--- src/logic/eink_pkg.sv ---
// Widths, typedefs, sequencer states, opcodes and pattern bits for the e-ink driver
`default_nettype none

package eink_pkg;

    typedef logic [7:0]  byte_t;     // One SPI byte
    typedef logic [15:0] addr_t;     // Display byte address, up to 4000 bytes
    typedef logic [5:0]  pat_sel_t;  // One bit per pattern
    typedef logic [4:0]  rom_idx_t;  // Index into init or tail table

    typedef enum logic [3:0] {
        ST_IDLE,         // Waiting for a new selection
        ST_HW_RESET,     // Pull panel reset low
        ST_RESET_DELAY,  // Reset pulse, then recovery delay
        ST_SOFT_RESET,   // Send 0x12
        ST_WAIT_BUSY,    // Panel busy after soft reset
        ST_IDLE_DELAY,   // Settle after soft reset
        ST_INIT_SEND,    // 30-byte init table
        ST_PIXEL_SEND,   // Pixel stream
        ST_TAIL_SEND,    // Update and deep-sleep bytes
        ST_TAIL_BUSY     // Panel busy after master activate
    } ctrl_state_t;

    localparam byte_t CMD_SOFT_RESET = 8'h12;  // SSD1680 software reset

    localparam int INIT_LEN = 30;  // Init table length
    localparam int TAIL_LEN = 5;   // Tail table length

    // Bit positions in the pattern selection, lowest set bit wins
    localparam int PAT_WHITE   = 0;
    localparam int PAT_BLACK   = 1;
    localparam int PAT_VSTRIPE = 2;
    localparam int PAT_HSTRIPE = 3;
    localparam int PAT_CHECK_S = 4;
    localparam int PAT_CHECK_L = 5;

endpackage

`default_nettype wire

--- src/logic/cmd_rom.sv ---
// SSD1680 init and tail byte tables with command and end-of-transmission marks
`default_nettype none
`timescale 1ns/1ps

module cmd_rom (
    input  eink_pkg::rom_idx_t rom_idx,
    input  wire                rom_tail,    // Tail table selected
    output eink_pkg::byte_t    rom_byte,
    output logic               rom_last,    // Byte ends its transmission
    output logic               rom_is_cmd   // Sent with dc low
);

    always_comb begin
        rom_byte   = 8'h00;
        rom_last   = 1'b0;
        rom_is_cmd = 1'b0;
        if (rom_tail) begin
            case (rom_idx)
                5'd0:    rom_byte = 8'h22;  // Display update control 2
                5'd1:    rom_byte = 8'hF4;
                5'd2:    rom_byte = 8'h20;  // Master activate, then busy wait
                5'd3:    rom_byte = 8'h10;  // Deep sleep
                default: rom_byte = 8'h01;
            endcase
            rom_is_cmd = (rom_idx == 5'd0) || (rom_idx == 5'd2) || (rom_idx == 5'd3);
            rom_last   = (rom_idx == 5'd1) || (rom_idx == 5'd2) || (rom_idx == 5'd4);
        end else begin
            case (rom_idx)
                5'd0:  rom_byte = 8'h11;  // Data entry mode
                5'd1:  rom_byte = 8'h03;
                5'd2:  rom_byte = 8'h3C;  // Border waveform
                5'd3:  rom_byte = 8'h05;
                5'd4:  rom_byte = 8'h2C;  // VCOM
                5'd5:  rom_byte = 8'h36;
                5'd6:  rom_byte = 8'h03;  // Gate voltage
                5'd7:  rom_byte = 8'h17;
                5'd8:  rom_byte = 8'h04;  // Source voltage
                5'd9:  rom_byte = 8'h41;
                5'd11: rom_byte = 8'h32;
                5'd12: rom_byte = 8'h4E;  // RAM X counter
                5'd14: rom_byte = 8'h4F;  // RAM Y counter
                5'd17: rom_byte = 8'h44;  // RAM X window
                5'd19: rom_byte = 8'h0F;
                5'd20: rom_byte = 8'h45;  // RAM Y window
                5'd23: rom_byte = 8'hF9;
                5'd25: rom_byte = 8'h01;  // Driver output control
                5'd26: rom_byte = 8'hF9;
                5'd29: rom_byte = 8'h24;  // Write RAM, pixels follow
                default: rom_byte = 8'h00;
            endcase
            case (rom_idx)
                5'd0, 5'd2, 5'd4, 5'd6, 5'd8, 5'd12,
                5'd14, 5'd17, 5'd20, 5'd25, 5'd29: rom_is_cmd = 1'b1;
                default: rom_is_cmd = 1'b0;
            endcase
            // 0x24 keeps the frame open for the pixel stream
            case (rom_idx)
                5'd1, 5'd3, 5'd5, 5'd7, 5'd11,
                5'd13, 5'd16, 5'd19, 5'd24, 5'd28: rom_last = 1'b1;
                default: rom_last = 1'b0;
            endcase
        end
    end

endmodule

`default_nettype wire

--- src/logic/delay_timer.sv ---
// Two-level down counter for reset pulse and settle delays
`default_nettype none
`timescale 1ns/1ps

module delay_timer #(
    parameter int DELAY_TICKS = 32767,
    parameter int DELAY_LOOPS = 16
) (
    input  wire  clk,
    input  wire  rst_n,
    input  wire  dly_start,
    output logic dly_done   // One cycle, TICKS*LOOPS after start
);

    localparam int TW = (DELAY_TICKS > 1) ? $clog2(DELAY_TICKS) : 1;
    localparam int LW = (DELAY_LOOPS > 1) ? $clog2(DELAY_LOOPS) : 1;

    logic [TW-1:0] tick_cnt;
    logic [LW-1:0] loop_cnt;
    logic          running;

    assign dly_done = running && tick_cnt == '0 && loop_cnt == '0;

    always_ff @(posedge clk or negedge rst_n) begin
        if (!rst_n) begin
            tick_cnt <= '0;
            loop_cnt <= '0;
            running  <= 1'b0;
        end else if (dly_start) begin  // Restarts a running delay too
            tick_cnt <= TW'(DELAY_TICKS - 1);
            loop_cnt <= LW'(DELAY_LOOPS - 1);
            running  <= 1'b1;
        end else if (running) begin
            if (tick_cnt != '0) begin
                tick_cnt <= tick_cnt - 1'b1;
            end else if (loop_cnt != '0) begin
                tick_cnt <= TW'(DELAY_TICKS - 1);  // Next outer loop
                loop_cnt <= loop_cnt - 1'b1;
            end else begin
                running <= 1'b0;
            end
        end
    end

endmodule

`default_nettype wire

--- src/logic/eink_ctrl.sv ---
// Refresh sequencer FSM with selection sync, byte handshake, pixel counter and panel pins
`default_nettype none
`timescale 1ns/1ps

module eink_ctrl #(
    parameter int DISPLAY_BYTES = 4000
) (
    input  wire                clk,
    input  wire                rst_n,
    input  eink_pkg::pat_sel_t pat_sel,
    input  wire                panel_busy,
    input  wire                tx_busy,
    input  eink_pkg::byte_t    rom_byte,
    input  wire                rom_last,
    input  wire                rom_is_cmd,
    input  eink_pkg::byte_t    pix_byte,
    input  wire                dly_done,
    output eink_pkg::byte_t    tx_byte,
    output logic               tx_start,
    output logic               tx_frame,
    output eink_pkg::rom_idx_t rom_idx,
    output logic               rom_tail,
    output eink_pkg::addr_t    pix_addr,
    output eink_pkg::pat_sel_t pat_latched,
    output logic               dly_start,
    output logic               panel_dc,
    output logic               panel_rst_n
);
    import eink_pkg::*;

    ctrl_state_t state;
    pat_sel_t    pat_meta;   // First sync stage
    pat_sel_t    pat_sync;   // Second sync stage
    logic        sent;       // Byte handed to the shifter, not yet finished
    logic        send_state;
    logic        issue;
    logic        byte_done;
    byte_t       next_byte;
    logic        next_cmd;

    assign send_state = (state == ST_SOFT_RESET) || (state == ST_INIT_SEND) ||
                        (state == ST_PIXEL_SEND) || (state == ST_TAIL_SEND);
    assign issue      = send_state && !sent && !tx_busy;
    // tx_busy only rises a cycle after the start pulse
    assign byte_done  = sent && !tx_start && !tx_busy;
    assign rom_tail   = (state == ST_TAIL_SEND) || (state == ST_TAIL_BUSY);

    always_comb begin
        case (state)
            ST_SOFT_RESET: begin
                next_byte = CMD_SOFT_RESET;
                next_cmd  = 1'b1;
            end
            ST_PIXEL_SEND: begin
                next_byte = pix_byte;            // Pixels are always data
                next_cmd  = 1'b0;
            end
            default: begin
                next_byte = rom_byte;
                next_cmd  = rom_is_cmd;
            end
        endcase
    end

    always_ff @(posedge clk) begin
        if (issue) tx_byte <= next_byte;         // Held for the whole byte
    end

    always_ff @(posedge clk or negedge rst_n) begin
        if (!rst_n) begin
            state       <= ST_IDLE;
            pat_meta    <= '0;
            pat_sync    <= '0;
            pat_latched <= '0;
            sent        <= 1'b0;
            tx_start    <= 1'b0;
            tx_frame    <= 1'b0;
            rom_idx     <= '0;
            pix_addr    <= '0;
            dly_start   <= 1'b0;
            panel_dc    <= 1'b1;
            panel_rst_n <= 1'b1;                 // Panel not in reset
        end else begin
            pat_meta  <= pat_sel;
            pat_sync  <= pat_meta;
            tx_start  <= 1'b0;                   // Single-cycle pulses
            dly_start <= 1'b0;

            if (issue) begin
                panel_dc <= !next_cmd;
                tx_frame <= 1'b1;
                tx_start <= 1'b1;
                sent     <= 1'b1;
            end
            if (byte_done) sent <= 1'b0;

            case (state)
                ST_IDLE: begin
                    if (pat_sync != '0 && pat_sync != pat_latched) begin
                        pat_latched <= pat_sync;
                        state       <= ST_HW_RESET;
                    end
                end
                ST_HW_RESET: begin
                    panel_rst_n <= 1'b0;
                    dly_start   <= 1'b1;
                    state       <= ST_RESET_DELAY;
                end
                ST_RESET_DELAY: begin
                    // First delay is the pulse, second the recovery
                    if (dly_done && !panel_rst_n) begin
                        panel_rst_n <= 1'b1;
                        dly_start   <= 1'b1;
                    end else if (dly_done) begin
                        state <= ST_SOFT_RESET;
                    end
                end
                ST_SOFT_RESET: begin
                    if (byte_done) begin
                        tx_frame <= 1'b0;        // Single-byte transmission
                        state    <= ST_WAIT_BUSY;
                    end
                end
                ST_WAIT_BUSY: begin
                    if (!panel_busy) begin
                        dly_start <= 1'b1;
                        state     <= ST_IDLE_DELAY;
                    end
                end
                ST_IDLE_DELAY: begin
                    if (dly_done) begin
                        rom_idx <= '0;
                        state   <= ST_INIT_SEND;
                    end
                end
                ST_INIT_SEND: begin
                    if (byte_done) begin
                        if (rom_last) tx_frame <= 1'b0;
                        if (rom_idx == rom_idx_t'(INIT_LEN - 1)) begin
                            pix_addr <= '0;      // 0x24 frame carries on into pixels
                            state    <= ST_PIXEL_SEND;
                        end else begin
                            rom_idx <= rom_idx + 1'b1;
                        end
                    end
                end
                ST_PIXEL_SEND: begin
                    if (byte_done) begin
                        if (pix_addr == addr_t'(DISPLAY_BYTES - 1)) begin
                            tx_frame <= 1'b0;
                            rom_idx  <= '0;
                            state    <= ST_TAIL_SEND;
                        end else begin
                            pix_addr <= pix_addr + 1'b1;
                        end
                    end
                end
                ST_TAIL_SEND: begin
                    if (byte_done) begin
                        if (rom_last) tx_frame <= 1'b0;
                        rom_idx <= rom_idx + 1'b1;
                        // Only master activate is a command closing its own frame
                        if (rom_last && rom_is_cmd) state <= ST_TAIL_BUSY;
                        else if (rom_idx == rom_idx_t'(TAIL_LEN - 1)) state <= ST_IDLE;
                    end
                end
                ST_TAIL_BUSY: begin
                    if (!panel_busy) state <= ST_TAIL_SEND;
                end
                default: state <= ST_IDLE;
            endcase
        end
    end

    // Shifter must be idle when a byte is handed over
    a_start_idle: assert property (@(posedge clk) disable iff (!rst_n) tx_start |-> !tx_busy);
    a_addr_range: assert property (@(posedge clk) disable iff (!rst_n)
                                   pix_addr < addr_t'(DISPLAY_BYTES));

endmodule

`default_nettype wire

--- src/logic/eink_driver_top.sv ---
// E-ink driver top level joining sequencer, SPI shifter, command tables, patterns and delay
`default_nettype none
`timescale 1ns/1ps

module eink_driver_top #(
    parameter int DISPLAY_BYTES = 4000,   // Bytes in one full frame
    parameter int DELAY_TICKS   = 32767,  // Inner delay count
    parameter int DELAY_LOOPS   = 16,     // Outer delay count
    parameter int SCK_DIV       = 2       // clk cycles per SCK half period
) (
    input  wire                clk,
    input  wire                rst_n,
    input  eink_pkg::pat_sel_t pat_sel,      // Pattern request from user
    input  wire                panel_busy,   // High while panel is working
    output logic               spi_sck,
    output logic               spi_mosi,
    output logic               spi_csb,
    output logic               panel_dc,     // Low for command bytes
    output logic               panel_rst_n   // Panel hardware reset
);
    import eink_pkg::*;

    byte_t    tx_byte;
    logic     tx_start;
    logic     tx_frame;
    logic     tx_busy;
    rom_idx_t rom_idx;
    logic     rom_tail;
    byte_t    rom_byte;
    logic     rom_last;
    logic     rom_is_cmd;
    addr_t    pix_addr;
    pat_sel_t pat_latched;
    byte_t    pix_byte;
    logic     dly_start;
    logic     dly_done;

    eink_ctrl #(.DISPLAY_BYTES(DISPLAY_BYTES)) u_ctrl (
        .clk(clk), .rst_n(rst_n), .pat_sel(pat_sel), .panel_busy(panel_busy),
        .tx_busy(tx_busy), .rom_byte(rom_byte), .rom_last(rom_last),
        .rom_is_cmd(rom_is_cmd), .pix_byte(pix_byte), .dly_done(dly_done),
        .tx_byte(tx_byte), .tx_start(tx_start), .tx_frame(tx_frame),
        .rom_idx(rom_idx), .rom_tail(rom_tail), .pix_addr(pix_addr),
        .pat_latched(pat_latched), .dly_start(dly_start),
        .panel_dc(panel_dc), .panel_rst_n(panel_rst_n)
    );

    spi_byte_tx #(.SCK_DIV(SCK_DIV)) u_spi (
        .clk(clk), .rst_n(rst_n), .tx_byte(tx_byte), .tx_start(tx_start),
        .tx_frame(tx_frame), .tx_busy(tx_busy), .spi_sck(spi_sck),
        .spi_mosi(spi_mosi), .spi_csb(spi_csb)
    );

    cmd_rom u_rom (
        .rom_idx(rom_idx), .rom_tail(rom_tail), .rom_byte(rom_byte),
        .rom_last(rom_last), .rom_is_cmd(rom_is_cmd)
    );

    pattern_gen u_pat (.pix_addr(pix_addr), .pat_latched(pat_latched), .pix_byte(pix_byte));

    delay_timer #(.DELAY_TICKS(DELAY_TICKS), .DELAY_LOOPS(DELAY_LOOPS)) u_dly (
        .clk(clk), .rst_n(rst_n), .dly_start(dly_start), .dly_done(dly_done)
    );

endmodule

`default_nettype wire

--- src/logic/pattern_gen.sv ---
// Pixel byte generator from byte address and latched pattern selection
`default_nettype none
`timescale 1ns/1ps

module pattern_gen (
    input  eink_pkg::addr_t    pix_addr,
    input  eink_pkg::pat_sel_t pat_latched,
    output eink_pkg::byte_t    pix_byte
);
    import eink_pkg::*;

    // Address bits 3:0 run down a column, upper bits across
    always_comb begin
        if (pat_latched[PAT_WHITE])
            pix_byte = 8'hFF;
        else if (pat_latched[PAT_BLACK])
            pix_byte = 8'h00;
        else if (pat_latched[PAT_VSTRIPE])
            pix_byte = {8{pix_addr[7]}};
        else if (pat_latched[PAT_HSTRIPE])
            pix_byte = {8{pix_addr[0]}};
        else if (pat_latched[PAT_CHECK_S])
            pix_byte = {8{pix_addr[0] ^ pix_addr[6]}};
        else if (pat_latched[PAT_CHECK_L])
            pix_byte = {8{pix_addr[2] ^ pix_addr[8]}};
        else
            pix_byte = 8'hFF;  // Blank when nothing selected
    end

endmodule

`default_nettype wire

--- src/logic/spi_byte_tx.sv ---
// Mode-0 MSB-first SPI byte shifter with prescaled SCK and frame-held chip select
`default_nettype none
`timescale 1ns/1ps

module spi_byte_tx #(
    parameter int SCK_DIV = 2  // clk cycles per SCK half period
) (
    input  wire             clk,
    input  wire             rst_n,
    input  eink_pkg::byte_t tx_byte,
    input  wire             tx_start,   // One-cycle request
    input  wire             tx_frame,   // Keep csb low between bytes
    output logic            tx_busy,
    output logic            spi_sck,
    output logic            spi_mosi,
    output logic            spi_csb
);
    import eink_pkg::*;

    localparam int DW = (SCK_DIV > 1) ? $clog2(SCK_DIV) : 1;

    logic [DW-1:0] div_cnt;   // Prescaler
    logic [3:0]    half_cnt;  // SCK half periods, 16 per byte
    byte_t         shreg;

    assign spi_mosi = shreg[7];  // MSB first

    always_ff @(posedge clk or negedge rst_n) begin
        if (!rst_n) begin
            tx_busy  <= 1'b0;
            spi_sck  <= 1'b0;  // Mode 0 idles low
            spi_csb  <= 1'b1;
            div_cnt  <= '0;
            half_cnt <= '0;
            shreg    <= '0;
        end else if (!tx_busy) begin
            if (tx_start) begin
                tx_busy  <= 1'b1;
                spi_csb  <= 1'b0;
                shreg    <= tx_byte;  // Bit 7 on MOSI before the first rise
                div_cnt  <= '0;
                half_cnt <= '0;
            end else begin
                spi_csb <= !tx_frame;  // Rises once the frame is released
            end
        end else if (div_cnt == DW'(SCK_DIV - 1)) begin
            div_cnt  <= '0;
            spi_sck  <= !spi_sck;
            half_cnt <= half_cnt + 1'b1;
            if (spi_sck) begin
                shreg <= {shreg[6:0], 1'b0};  // MOSI changes on the fall
                if (half_cnt == 4'd15) tx_busy <= 1'b0;  // Eighth bit done
            end
        end else begin
            div_cnt <= div_cnt + 1'b1;
        end
    end

    a_csb_busy: assert property (@(posedge clk) disable iff (!rst_n) tx_busy |-> !spi_csb);

endmodule

`default_nettype wire

--- config.mk ---
export PLATFORM = sky130hd
export DESIGN_NAME = eink_driver_top
export DESIGN_NICKNAME = d
export VERILOG_FILES = /design/src/logic/eink_pkg.sv /design/src/logic/cmd_rom.sv /design/src/logic/delay_timer.sv /design/src/logic/eink_ctrl.sv /design/src/logic/eink_driver_top.sv /design/src/logic/pattern_gen.sv /design/src/logic/spi_byte_tx.sv
export SDC_FILE = /design/constraint.sdc
export NUM_CORES = 1
export LEC_CHECK = 0
export BUFFER_PORTS_ARGS = -buffer_cell sky130_fd_sc_hd__buf_2
export CORE_ASPECT_RATIO = 0.6
export CORE_MARGIN = 4
export CORE_UTILIZATION = 40
export CTS_CLUSTER_DIAMETER = 80
export DETAILED_ROUTE_END_ITERATION = 10
export GPL_TIMING_DRIVEN = 1
export SLEW_MARGIN = 20
export SYNTH_ARGS = -nofsm -noshare
export SYNTH_HDL_FRONTEND = slang
export SYNTH_SLANG_ARGS = --single-unit
--- constraint.sdc ---
create_clock -name clk -period 6.6 [get_ports clk]
set_input_delay 1.32 -clock clk [delete_from_list [all_inputs] [get_ports clk]]
set_output_delay 1.32 -clock clk [all_outputs]
set_load 0.005 [all_outputs]
==> results.json, run 1 <==
{
  "clkLatencyLatePin_ps": 340,
  "post_cts_buffers": 0,
  "port_buffers": 13,
  "cts_tree": "yes",
  "via_count": 3901,
  "grt_util_met2_pct": 18.5,
  "synth_top_cell_by_area": "dfrtp_1",
  "die_w_um": 155,
  "clock-sinks": 93,
  "start_kind": "flip-flop",
  "finalMaxSlewViolations": 0,
  "placed_area_um2": 5350,
  "hold_viol": 0,
  "synth-seq-cells": 93,
  "fin_crit_ps": 2980,
  "drtAntennaViolNets": 0,
  "worstReg2RegStart": "u_ctrl.pix_addr[6]",
  "syn_to_final_growth_pct": 9.32,
  "fin_setup_tns_ps": 0,
  "drv_cap": 0,
  "syn_avg_cell_area_um2": 9.76,
  "antenna_found_initial": 0,
  "cts_max_level": 3,
  "syn_nets": 551,
  "chipHeight_um": 95.9,
  "synthTopCellsByArea": "dfrtp_1 (40%), edfxtp_1 (4.7%), xor2_1 (3.6%)",
  "ios": 14,
  "drtPass1Iterations": 5,
  "cts_made_buffers": 9,
  "cts_root_buffer": "clkbuf_16",
  "rows": 31,
  "final_nets": 551,
  "finalWirelength_um": 11100,
  "fin_crit_sh_pct": 45.2,
  "critPathMaxFanout": 7,
  "slew_headroom_pct": 38.5,
  "async_flop_share_pct": 91.4,
  "arrival_ps": 3210,
  "cts.repair.resized": 0,
  "stdcell_area_um2": 5630,
  "rsz0062_at_grt": "false",
  "endpoint_kind": "flip-flop",
  "syn_area_um2": 5150,
  "post-dp-hpwl_um": 7950,
  "ir_drop_mv": 0.186,
  "worstHoldStart": "u_ctrl.pat_meta[1]",
  "cts.clk_slew.worst_paths_ps": 70,
  "yosys.area.top_type_share_pct": 39.8,
  "core_area_um2": 12300,
  "synth-edff-count": 8,
  "yosysSeqAreaShare_pct": 46.0,
  "finalSetupViolCount": 0,
  "drive_above_1_share_pct": 11.1,
  "finalClockSkew_ps": 7.04,
  "power.leakage_nw": 2.26,
  "hold_buffers": 0,
  "die_area_um2": 14800,
  "clock_path_buffers": 2,
  "hold_class": "reg2reg",
  "wl_per_cell_um": 15.9,
  "initial_utilization_pct": 41.8,
  "final_core_util_pct": 45.7,
  "insertedDiodeCount": 0,
  "fmax_mhz": 335,
  "power_density_nw_per_um2": 361,
  "post-route-drc-count": 0,
  "grt_pass1_vias": 3463,
  "grt-busiest-layer": "met1",
  "grt_first_pass_wirelength_um": 18800,
  "drt_iter0_drc": 367,
  "overflow": 0,
  "yosys_most_used_dff": "dfrtp_1",
  "crit_path_start": "u_ctrl.pix_addr[6]",
  "crit_type": "reg2reg",
  "status": "finished, final reports clean",
  "worstMarginPinSlew_ps": 920,
  "gp_congestion": 0.851,
  "grt_usage_pct": 15.9,
  "synth_cell_types": 71,
  "ys_warn_count": 0,
  "routed_via_density": 5.59,
  "grt_max_degree": 58,
  "synthCells": 528,
  "gr-usage-met3_pct": 3.77,
  "met1_usage_pct": 27.4,
  "cp.required_ps": 6820
}
per-stage QoR:
step | setup WS [ps] | hold slack, ps | instances | power (mW)
floorplan | 3760 | 331 | 528 | 1.38
global placement | 3790 | 332 | 682 | 1.53
detailed placement | 3670 | 335 | 682 | 1.55
CTS | 3640 | 350 | 698 | 2.05
global route | 3400 | 360 | 698 | 2.19
finish | 3620 | 350 | 698 | 2.03
power by group:
group,switching [mW],leakage [nW],internal [mW]
Combinational,0.356,1.05,0.310
Clock,0.230,0.139,0.261
Sequential,0.163,1.07,0.712
Total,0.750,2.26,1.28
routing by layer:
| metal | vias to the layer above | share of wire (%) | wire [um] |
|---|---|---|---|
| met3 | 8 | 5.7 | 639 |
| met5 | - | 0 | 0 |
| met4 | 0 | 0.83 | 92 |
| met1 | 1863 | 57 | 6390 |
| met2 | 114 | 36 | 4010 |
| li1 | 1916 | - | - |
area by class of cell:
class | count | area [um^2]
Fill cell | 1182 | 6700
Sequential cell | 93 | 2370
Tap cell | 165 | 206
Clock buffer | 9 | 225
Multi-Input combinational cell | 393 | 2620
Inverter | 14 | 52.6
Clock inverter | 7 | 61.3
Timing Repair Buffer | 17 | 97.6
state kept, by name (all words and copies together), names as in the netlist, 4 cells and up:
signal	cells
u_spi.shreg	8
u_dly.tick_cnt	15
u_ctrl.rom_idx	5
u_dly.loop_cnt	4
u_ctrl.state	4
u_ctrl.tx_byte	8
u_ctrl.pat_sync	6
u_ctrl.pat_meta	6
u_spi.half_cnt	4
u_ctrl.pat_latched	6
u_ctrl.pix_addr	16
kinds of logic (layout without fill, tap and decap cells):
group | count (synthesis) | in the layout | synth area share [%]
xor gates and xnor gates | 34 | 34 | 5.78
buffers and inverters | 42 | 47 | 3.16
and+or+nand+nor | 198 | 198 | 20.2
DFF | 93 | 93 | 46.0
muxes | 32 | 32 | 6.94
adders and majority gates | 14 | 14 | 3.40
AOI/OAI and AO/OA | 115 | 115 | 14.6
critical path: stages, from the launching register on:
cell and delay [ps]:
dfrtp_1 460, or4_1 540, nor4_1 740, nor2_1 210
a211oi_2 440, nand2_2 160, mux2_4 320
path summary, 6_finish.rpt:
check / endpoint / slack [ps] / cells after the start
min in group asynchronous: u_ctrl.pix_addr[14] / 890 / 1
hold / removal: u_ctrl.pat_sync[1] / 350 / 0
setup reg to reg: u_ctrl.rom_idx[2] / 3620 / 6
setup / recovery: u_ctrl.rom_idx[2] / 3620 / 6
max in group asynchronous: u_ctrl.rom_idx[0] / 4660 / 2
hold reg to reg: u_ctrl.pat_sync[1] / 350 / 0
placed cells by master, fill, tap and decap left out, drive strengths merged, types with 4 or more instances in the layout:
master / synthesis / routed
nor4: 7 / 7
mux2: 14 / 14
clkbuf: 23 / 9
o31ai: 9 / 9
nand4: 7 / 7
nor3b: 6 / 6
clkinv: 0 / 4
o211ai: 5 / 5
a21oi: 26 / 26
or4: 6 / 6
nor2b: 9 / 9
nand3: 18 / 18
mux2i: 17 / 17
buf: 5 / 17
o21ai: 31 / 31
or2: 5 / 5
or3: 9 / 9
dfrtp: 82 / 82
ha: 14 / 14
xnor2: 13 / 13
nor2: 46 / 46
edfxtp: 8 / 8
nand2b: 12 / 12
nand2: 43 / 43
a21o: 4 / 4
inv: 14 / 16
nor3: 14 / 14
xor2: 21 / 21
a211oi: 5 / 5
cells in the mapped netlist (3+ instances only):
| cell type | instances |
|---|---|
| o21bai_1 | 3 |
| mux2_2 | 10 |
| inv_1 | 14 |
| o21ai_0 | 30 |
| a21o_1 | 4 |
| nor2b_1 | 9 |
| nor4_1 | 7 |
| and4_1 | 3 |
| clkbuf_1 | 23 |
| or3_1 | 9 |
| o2111ai_1 | 3 |
| nor3_1 | 14 |
| o31ai_1 | 9 |
| xnor2_1 | 13 |
| buf_1 | 3 |
| nor3b_1 | 6 |
| edfxtp_1 | 8 |
| or4_1 | 4 |
| nand3_1 | 18 |
| nand2b_1 | 11 |
| and3_1 | 3 |
| mux2i_1 | 17 |
| ha_1 | 14 |
| a211oi_1 | 4 |
| xor2_1 | 21 |
| dfrtp_1 | 82 |
| nor2_1 | 46 |
| nand4_1 | 7 |
| a22o_1 | 3 |
| a21oi_1 | 26 |
| o211ai_1 | 5 |
| nand2_1 | 42 |
| dfstp_2 | 3 |
Note: power is estimated with default switching activity, not from simulation.
==> inputs of run 2 (changes only) <==
==> constraint.sdc (replaced) <==
create_clock -name clk -period 2.4 [get_ports clk]
set_input_delay 0.48 -clock clk [delete_from_list [all_inputs] [get_ports clk]]
set_output_delay 0.48 -clock clk [all_outputs]
set_load 0.005 [all_outputs]
==> run 2 against run 1 <==
Net effect: the flow now finishes with violations (negative setup slack); sequential power rose to 2.6 times the previous value; non-clock buffer count up 52; wire length up 6.1%; clock skew up 2.3 ps; final cell count up 7.4%; combinational power rose to 3.5 times the previous value; clock power rose to 3.1 times the previous value; largest cell class unchanged.
==> results.json, run 2 (synthesized netlist as in run 1, its figures left out) <==
{
  "clock_path_buffers": 2,
  "fin_crit_ps": 2610,
  "gr-usage-met3_pct": 3.32,
  "cp.required_ps": 2630,
  "cts_max_level": 3,
  "fmax_mhz": 383,
  "fin_setup_tns_ps": -1270,
  "layout_commonest_cell": "dfrtp_1",
  "critPathMaxFanout": 4,
  "met1_usage_pct": 25.5,
  "power_density_nw_per_um2": 999,
  "fin_crit_sh_pct": 109,
  "post-dp-hpwl_um": 8540,
  "grt-busiest-layer": "met1",
  "syn_to_final_growth_pct": 19.1,
  "antenna_found_initial": 0,
  "drive_above_1_share_pct": 20.3,
  "final_cell_mix": "dfrtp_1 (82), buf_4 (52), nor2_1 (46)",
  "ir_drop_mv": 0.392,
  "initial_utilization_pct": 41.8,
  "rows": 31,
  "r2r_end": "u_ctrl.state[0]",
  "cp_common_cell": "or4_4",
  "final_nets": 603,
  "top_register": "u_ctrl.pix_addr",
  "insertedDiodeCount": 0,
  "die_area_um2": 14800,
  "cp_slowest_stage_delay_ps": 550,
  "chipHeight_um": 95.9,
  "violations": "negative setup slack",
  "finalClockSkew_ps": 9.34,
  "crit_type": "reg2reg",
  "hold_class": "in2async",
  "wl_per_cell_um": 15.7,
  "status": "finished, violations left",
  "clock-sinks": 93,
  "hold_buffers": 0,
  "endpoint_kind": "flip-flop",
  "core_area_um2": 12300,
  "grt_util_met2_pct": 24.1,
  "cts_made_buffers": 9,
  "start_kind": "flip-flop",
  "routed_via_density": 5.51,
  "grt_pass1_vias": 3941,
  "finalMaxSlewViolations": 0,
  "worstMarginPinSlew_ps": 694,
  "die_w_um": 155,
  "grt_max_degree": 47,
  "slew_headroom_pct": 52.5,
  "port_buffers": 13,
  "grt_usage_pct": 16.7,
  "clkLatencyLatePin_ps": 340,
  "via_count": 4129,
  "rsz0062_at_grt": "true",
  "worstReg2RegStart": "u_dly.tick_cnt[2]",
  "cp_num_buf_inv": 0,
  "slowest_stage": "or4_4",
  "cts.clk_slew.worst_paths_ps": 70,
  "setup_ws_ps": -212,
  "largestRegisters": "u_ctrl.pix_addr x16, u_dly.tick_cnt x15",
  "cts_tree": "yes",
  "gp_congestion": 0.892,
  "drt_iter0_drc": 248,
  "rrSetupSlack_ps": -210,
  "grt_first_pass_wirelength_um": 20000,
  "cts_root_buffer": "clkbuf_16",
  "power.leakage_nw": 2.55,
  "finalSetupViolCount": 10,
  "stdcell_area_um2": 6140,
  "drv_cap": 0,
  "crit_chain": "or4_4, or2_4, or4_4, a211o_1, nand2b_4, mux2_4",
  "arrival_ps": 2840,
  "reg2reg_depth": 6,
  "critPathTopFamily": "simple AND/OR/NAND/NOR gates",
  "largest_register_ffs": 16,
  "overflow": 0,
  "drtAntennaViolNets": 0,
  "placed_area_um2": 5760,
  "post-route-drc-count": 0,
  "drtPass1Iterations": 5,
  "ios": 14,
  "hold_viol": 0,
  "finalWirelength_um": 11800
}
run 2: changes by cell type in the layout (fill, tap and decap cells not counted), sizes merged:
| cell | change |
|---|---|
| clkbuf | +2 |
| clkinv | -4 |
| buf | +52 |
| inv | +1 |
| bufinv | +1 |
run 2: worst max-delay path by stage:
stage	startpoint	endpoint	slack, ps	cells past startpoint
floorplan	u_dly.tick_cnt[9]	u_ctrl.state[0]	-200	7
global placement	u_dly.tick_cnt[5]	u_ctrl.state[3]	-200	6
detailed placement	u_dly.tick_cnt[5]	u_ctrl.state[0]	-240	6
CTS	u_dly.tick_cnt[2]	u_ctrl.state[3]	-240	6
global route	u_dly.tick_cnt[2]	u_ctrl.state[3]	-280	6
finish	u_dly.tick_cnt[2]	u_ctrl.state[0]	-210	6
run 2: layout make-up:
type / instances / area (um^2)
Timing Repair Buffer: 69 / 524
Sequential cell: 93 / 2370
Inverter: 14 / 52.6
Clock buffer: 11 / 254
Fill cell: 1136 / 6200
Tap cell: 165 / 206
Multi-Input combinational cell: 393 / 2670
Clock inverter: 5 / 63.8
run 2: what timing repair did:
action	in CTS	in global routing
setup endpoints to repair	9	22
pin swaps	6	4
setup buffers	1	1
gates resized for setup	3	9
run 2: stage by stage:
| stage | total power, mW | utilization (%) | instances | worst slack, ps | hold WS (ps) |
|---|---|---|---|---|---|
| finish | 6.13 | 49.8 | 750 | -212 | 112 |
| global route | 6.56 | 49.8 | 750 | -280 | 150 |
| CTS | 6.14 | 49.4 | 749 | -239 | 133 |
| detailed placement | 4.54 | 46.7 | 732 | -241 | 335 |
| global placement | 4.44 | 46.7 | 732 | -204 | 334 |
| floorplan | 3.81 | - | 528 | -202 | 184 |
run 2: layer usage:
layer / share of wire (%) / up-vias
li1: - / 2010
met1: 53 / 2022
met2: 42 / 88
met3: 4.3 / 9
met4: 0.95 / 0
met5: 0 / -
run 2: power by group:
part / internal, mW / switching, mW / leakage [nW] / total [mW]
sequential: 1.96 / 0.314 / 1.07 / 2.27
clock: 0.883 / 0.638 / 0.152 / 1.52
combinational: 1.13 / 1.21 / 1.33 / 2.34
total: 3.97 / 2.17 / 2.55 / 6.13
==> inputs of run 3 (changes only) <==
--- a/config.mk
+++ b/config.mk
@@ -5,6 +5,7 @@
 export SDC_FILE = /design/constraint.sdc
 export NUM_CORES = 1
 export LEC_CHECK = 0
+export ABC_AREA = 1
 export BUFFER_PORTS_ARGS = -buffer_cell sky130_fd_sc_hd__buf_2
 export CORE_ASPECT_RATIO = 0.6
 export CORE_MARGIN = 4
==> run 3 against run 2 <==
Net effect: the run now ends clean; via count increased by 16%; final area decreased by 0.63%; area after synthesis increased by 7.6%; combinational power decreased by 6%; power decreased by 4.5%; clock-buffer cell count unchanged; final cell count increased by 25%; die area increased by 7.0%; global-route usage decreased by 0.44 points; largest power group is now sequential cells; highest routed layer unchanged.
==> results.json, run 3 <==
{
  "synth-seq-cells": 93,
  "die_w_um": 160,
  "cts.clk_slew.worst_paths_ps": 60,
  "synth_top_cell_by_area": "dfrtp_1",
  "rows": 32,
  "reg2reg_depth": 9,
  "critPathMaxFanout": 14,
  "cp_common_cell": "nand2_1",
  "pwr-share-seq_pct": 39.7,
  "clock_path_buffers": 2,
  "hold_viol": 0,
  "hold_class": "in2async",
  "switchingPower_mw": 2.38,
  "synth_common_cells": "nand2_1 (214), dfrtp_1 (82), inv_1 (75)",
  "final_nets": 786,
  "rsz0062_at_grt": "false",
  "slew_headroom_pct": 39.1,
  "start_kind": "flip-flop",
  "overflow": 0,
  "met3_length_um": 672,
  "grt_pass1_vias": 4314,
  "finalMaxSlewViolations": 0,
  "power.leakage_nw": 2.83,
  "fin_setup_tns_ps": 0,
  "status": "finished, final reports clean",
  "via_count": 4780,
  "grt_first_pass_wirelength_um": 21400,
  "yosys.area.top_type_share_pct": 37.0,
  "top_register": "u_ctrl.pix_addr",
  "clock-sinks": 93,
  "crit_type": "reg2reg",
  "final_cell_mix": "nand2_1 (214), dfrtp_1 (82), inv_1 (75)",
  "syn_nets": 770,
  "worstReg2RegStart": "u_ctrl.rom_idx[1]",
  "syn_area_um2": 5540,
  "port_buffers": 13,
  "antenna_found_initial": 0,
  "intPower_mw": 3.48,
  "clkLatencyLatePin_ps": 340,
  "r2r_end": "u_ctrl.pix_addr[9]",
  "syn_to_final_growth_pct": 10.0,
  "power_density_nw_per_um2": 960,
  "post-route-drc-count": 0,
  "regArea_um2": 2370,
  "die_area_um2": 15900,
  "placed_area_um2": 5810,
  "highest_layer": "met4",
  "yosys_most_used_dff": "dfrtp_1",
  "largest_register_ffs": 16,
  "whs_ps": 99.9,
  "fin_crit_sh_pct": 90.0,
  "drtPass1Iterations": 6,
  "drv_cap": 0,
  "routed_via_density": 5.10,
  "post_cts_buffers": 0,
  "crit_chain": "inv_1, ha_2, nand2_1, nor2_4, nand2_1, a21oi_2, nand3_4, buf_4, o31ai_1",
  "synth_cell_types": 44,
  "layout_commonest_cell": "nand2_1",
  "cts_made_buffers": 9,
  "slowest_stage": "dfrtp_1",
  "combPwrFrac_pct": 37.3,
  "grt_usage_pct": 16.3,
  "cts_root_buffer": "clkbuf_16",
  "insertedDiodeCount": 0,
  "power_frac_clock_pct": 23.0,
  "worstMarginPinSlew_ps": 907,
  "synthTopCellsByArea": "dfrtp_1 (37%), nand2_1 (14%), nand3_1 (6.3%)",
  "yosysSeqAreaShare_pct": 42.8,
  "gp_congestion": 0.911,
  "swShare_pct": 40.6,
  "fin_crit_ps": 2160,
  "cts_max_level": 3,
  "cp.required_ps": 2650,
  "finalClockSkew_ps": 4.27,
  "drive_above_1_share_pct": 11.1,
  "synthCells": 747,
  "chipHeight_um": 99.2,
  "rrSetupSlack_ps": 240,
  "ir_drop_mv": 0.355,
  "drt_iter0_drc": 332,
  "core_area_um2": 13200,
  "ios": 14,
  "finalSetupViolCount": 0,
  "drtAntennaViolNets": 0,
  "cp_slowest_stage_delay_ps": 450,
  "async_flop_share_pct": 91.4,
  "post-dp-hpwl_um": 9620,
  "arrival_ps": 2410,
  "ys_warn_count": 0,
  "wl_met2_um": 4870,
  "cts_tree": "yes",
  "fmax_mhz": 463,
  "finalWirelength_um": 12700,
  "synth.most_common_cell": "nand2_1",
  "stdcell_area_um2": 6100,
  "nFillCells": 1307,
  "synth-edff-count": 8,
  "endpoint_kind": "flip-flop",
  "grt_max_degree": 37,
  "initial_utilization_pct": 42.0,
  "wl_per_cell_um": 13.5,
  "largestRegisters": "u_ctrl.pix_addr x16, u_dly.tick_cnt x15",
  "multi_input_area_um2": 2770,
  "wl_met1_um": 7050,
  "syn_avg_cell_area_um2": 7.42
}
## run 3: logic make-up after synthesis
family	count (synthesis)	synth area share, %
buf+inv	101	7.45
fa+ha+maj	14	3.16
compound gates	111	11.3
simple gates	416	33.4
xor+xnor	12	1.90
flops	93	42.8
## run 3: layout make-up
type | count | share of cell area [%]
flip-flops and latches | 93 | 38.9
inverters | 83 | 5.15
clock buffers | 11 | 3.98
multi-input cells | 553 | 45.4
well taps | 170 | 3.49
clock inverters | 5 | 0.574
repair buffers | 23 | 2.54
## run 3: worst max path at each step
| stage | start | cells after the start | end | slack (ps) |
|---|---|---|---|---|
| 5_1_grt | u_ctrl.rom_idx[1] | 9 | u_ctrl.pix_addr[9] | 6 |
| 4_1_cts | u_ctrl.rom_idx[1] | 9 | u_ctrl.pix_addr[9] | 140 |
| 3_3_place_gp | u_ctrl.rom_idx[1] | 9 | u_ctrl.pix_addr[10] | 270 |
| 3_5_place_dp | u_ctrl.rom_idx[1] | 9 | u_ctrl.pix_addr[13] | 160 |
| 6_report | u_ctrl.rom_idx[1] | 9 | u_ctrl.pix_addr[9] | 240 |
| 2_1_floorplan | u_ctrl.rom_idx[0] | 11 | u_ctrl.tx_byte[0] | 640 |
## run 3: metrics by stage
| step | cells | setup slack (ps) | util, % | power (mW) |
|---|---|---|---|---|
| after floorplan | 747 | 637 | - | 3.93 |
| after global routing | 938 | 5.86 | 46.2 | 6.35 |
| after global placement | 922 | 273 | 44.0 | 4.47 |
| final | 938 | 240 | 46.2 | 5.86 |
| after detailed placement | 922 | 164 | 44.0 | 4.52 |
| after CTS | 938 | 141 | 46.1 | 5.88 |
## run 3: worst max-delay path: cells and delay by family, from the launching register on
kind | cells | cell delay [ps]
buf+inv | 2 | 370
simple gates | 4 | 530
fa+ha+maj | 1 | 260
compound gates | 2 | 460
flops | 1 | 450
## run 3: repair_timing
action / CTS / global route
hold buffers: 0 / 0
endpoints found under the setup margin: 0 / 6
resized for setup: 0 / 2
## run 3: per-layer routing
layer  GRT usage (%)  vias to the layer above
met1            26.3                     2184
met2            21.9                      111
met3            3.48                       10
met4            3.37                        0
met5               0                        -
li1                -                     2475
## run 3: power by group through the flow
stage	clock, mW	sequential [mW]	combinational (mW)
5_1_grt	1.45	2.38	2.52
2_1_floorplan	0	2.22	1.71
3_5_place_dp	0	2.35	2.17
4_1_cts	1.38	2.32	2.18
3_3_place_gp	0	2.33	2.13
6_report	1.34	2.33	2.19
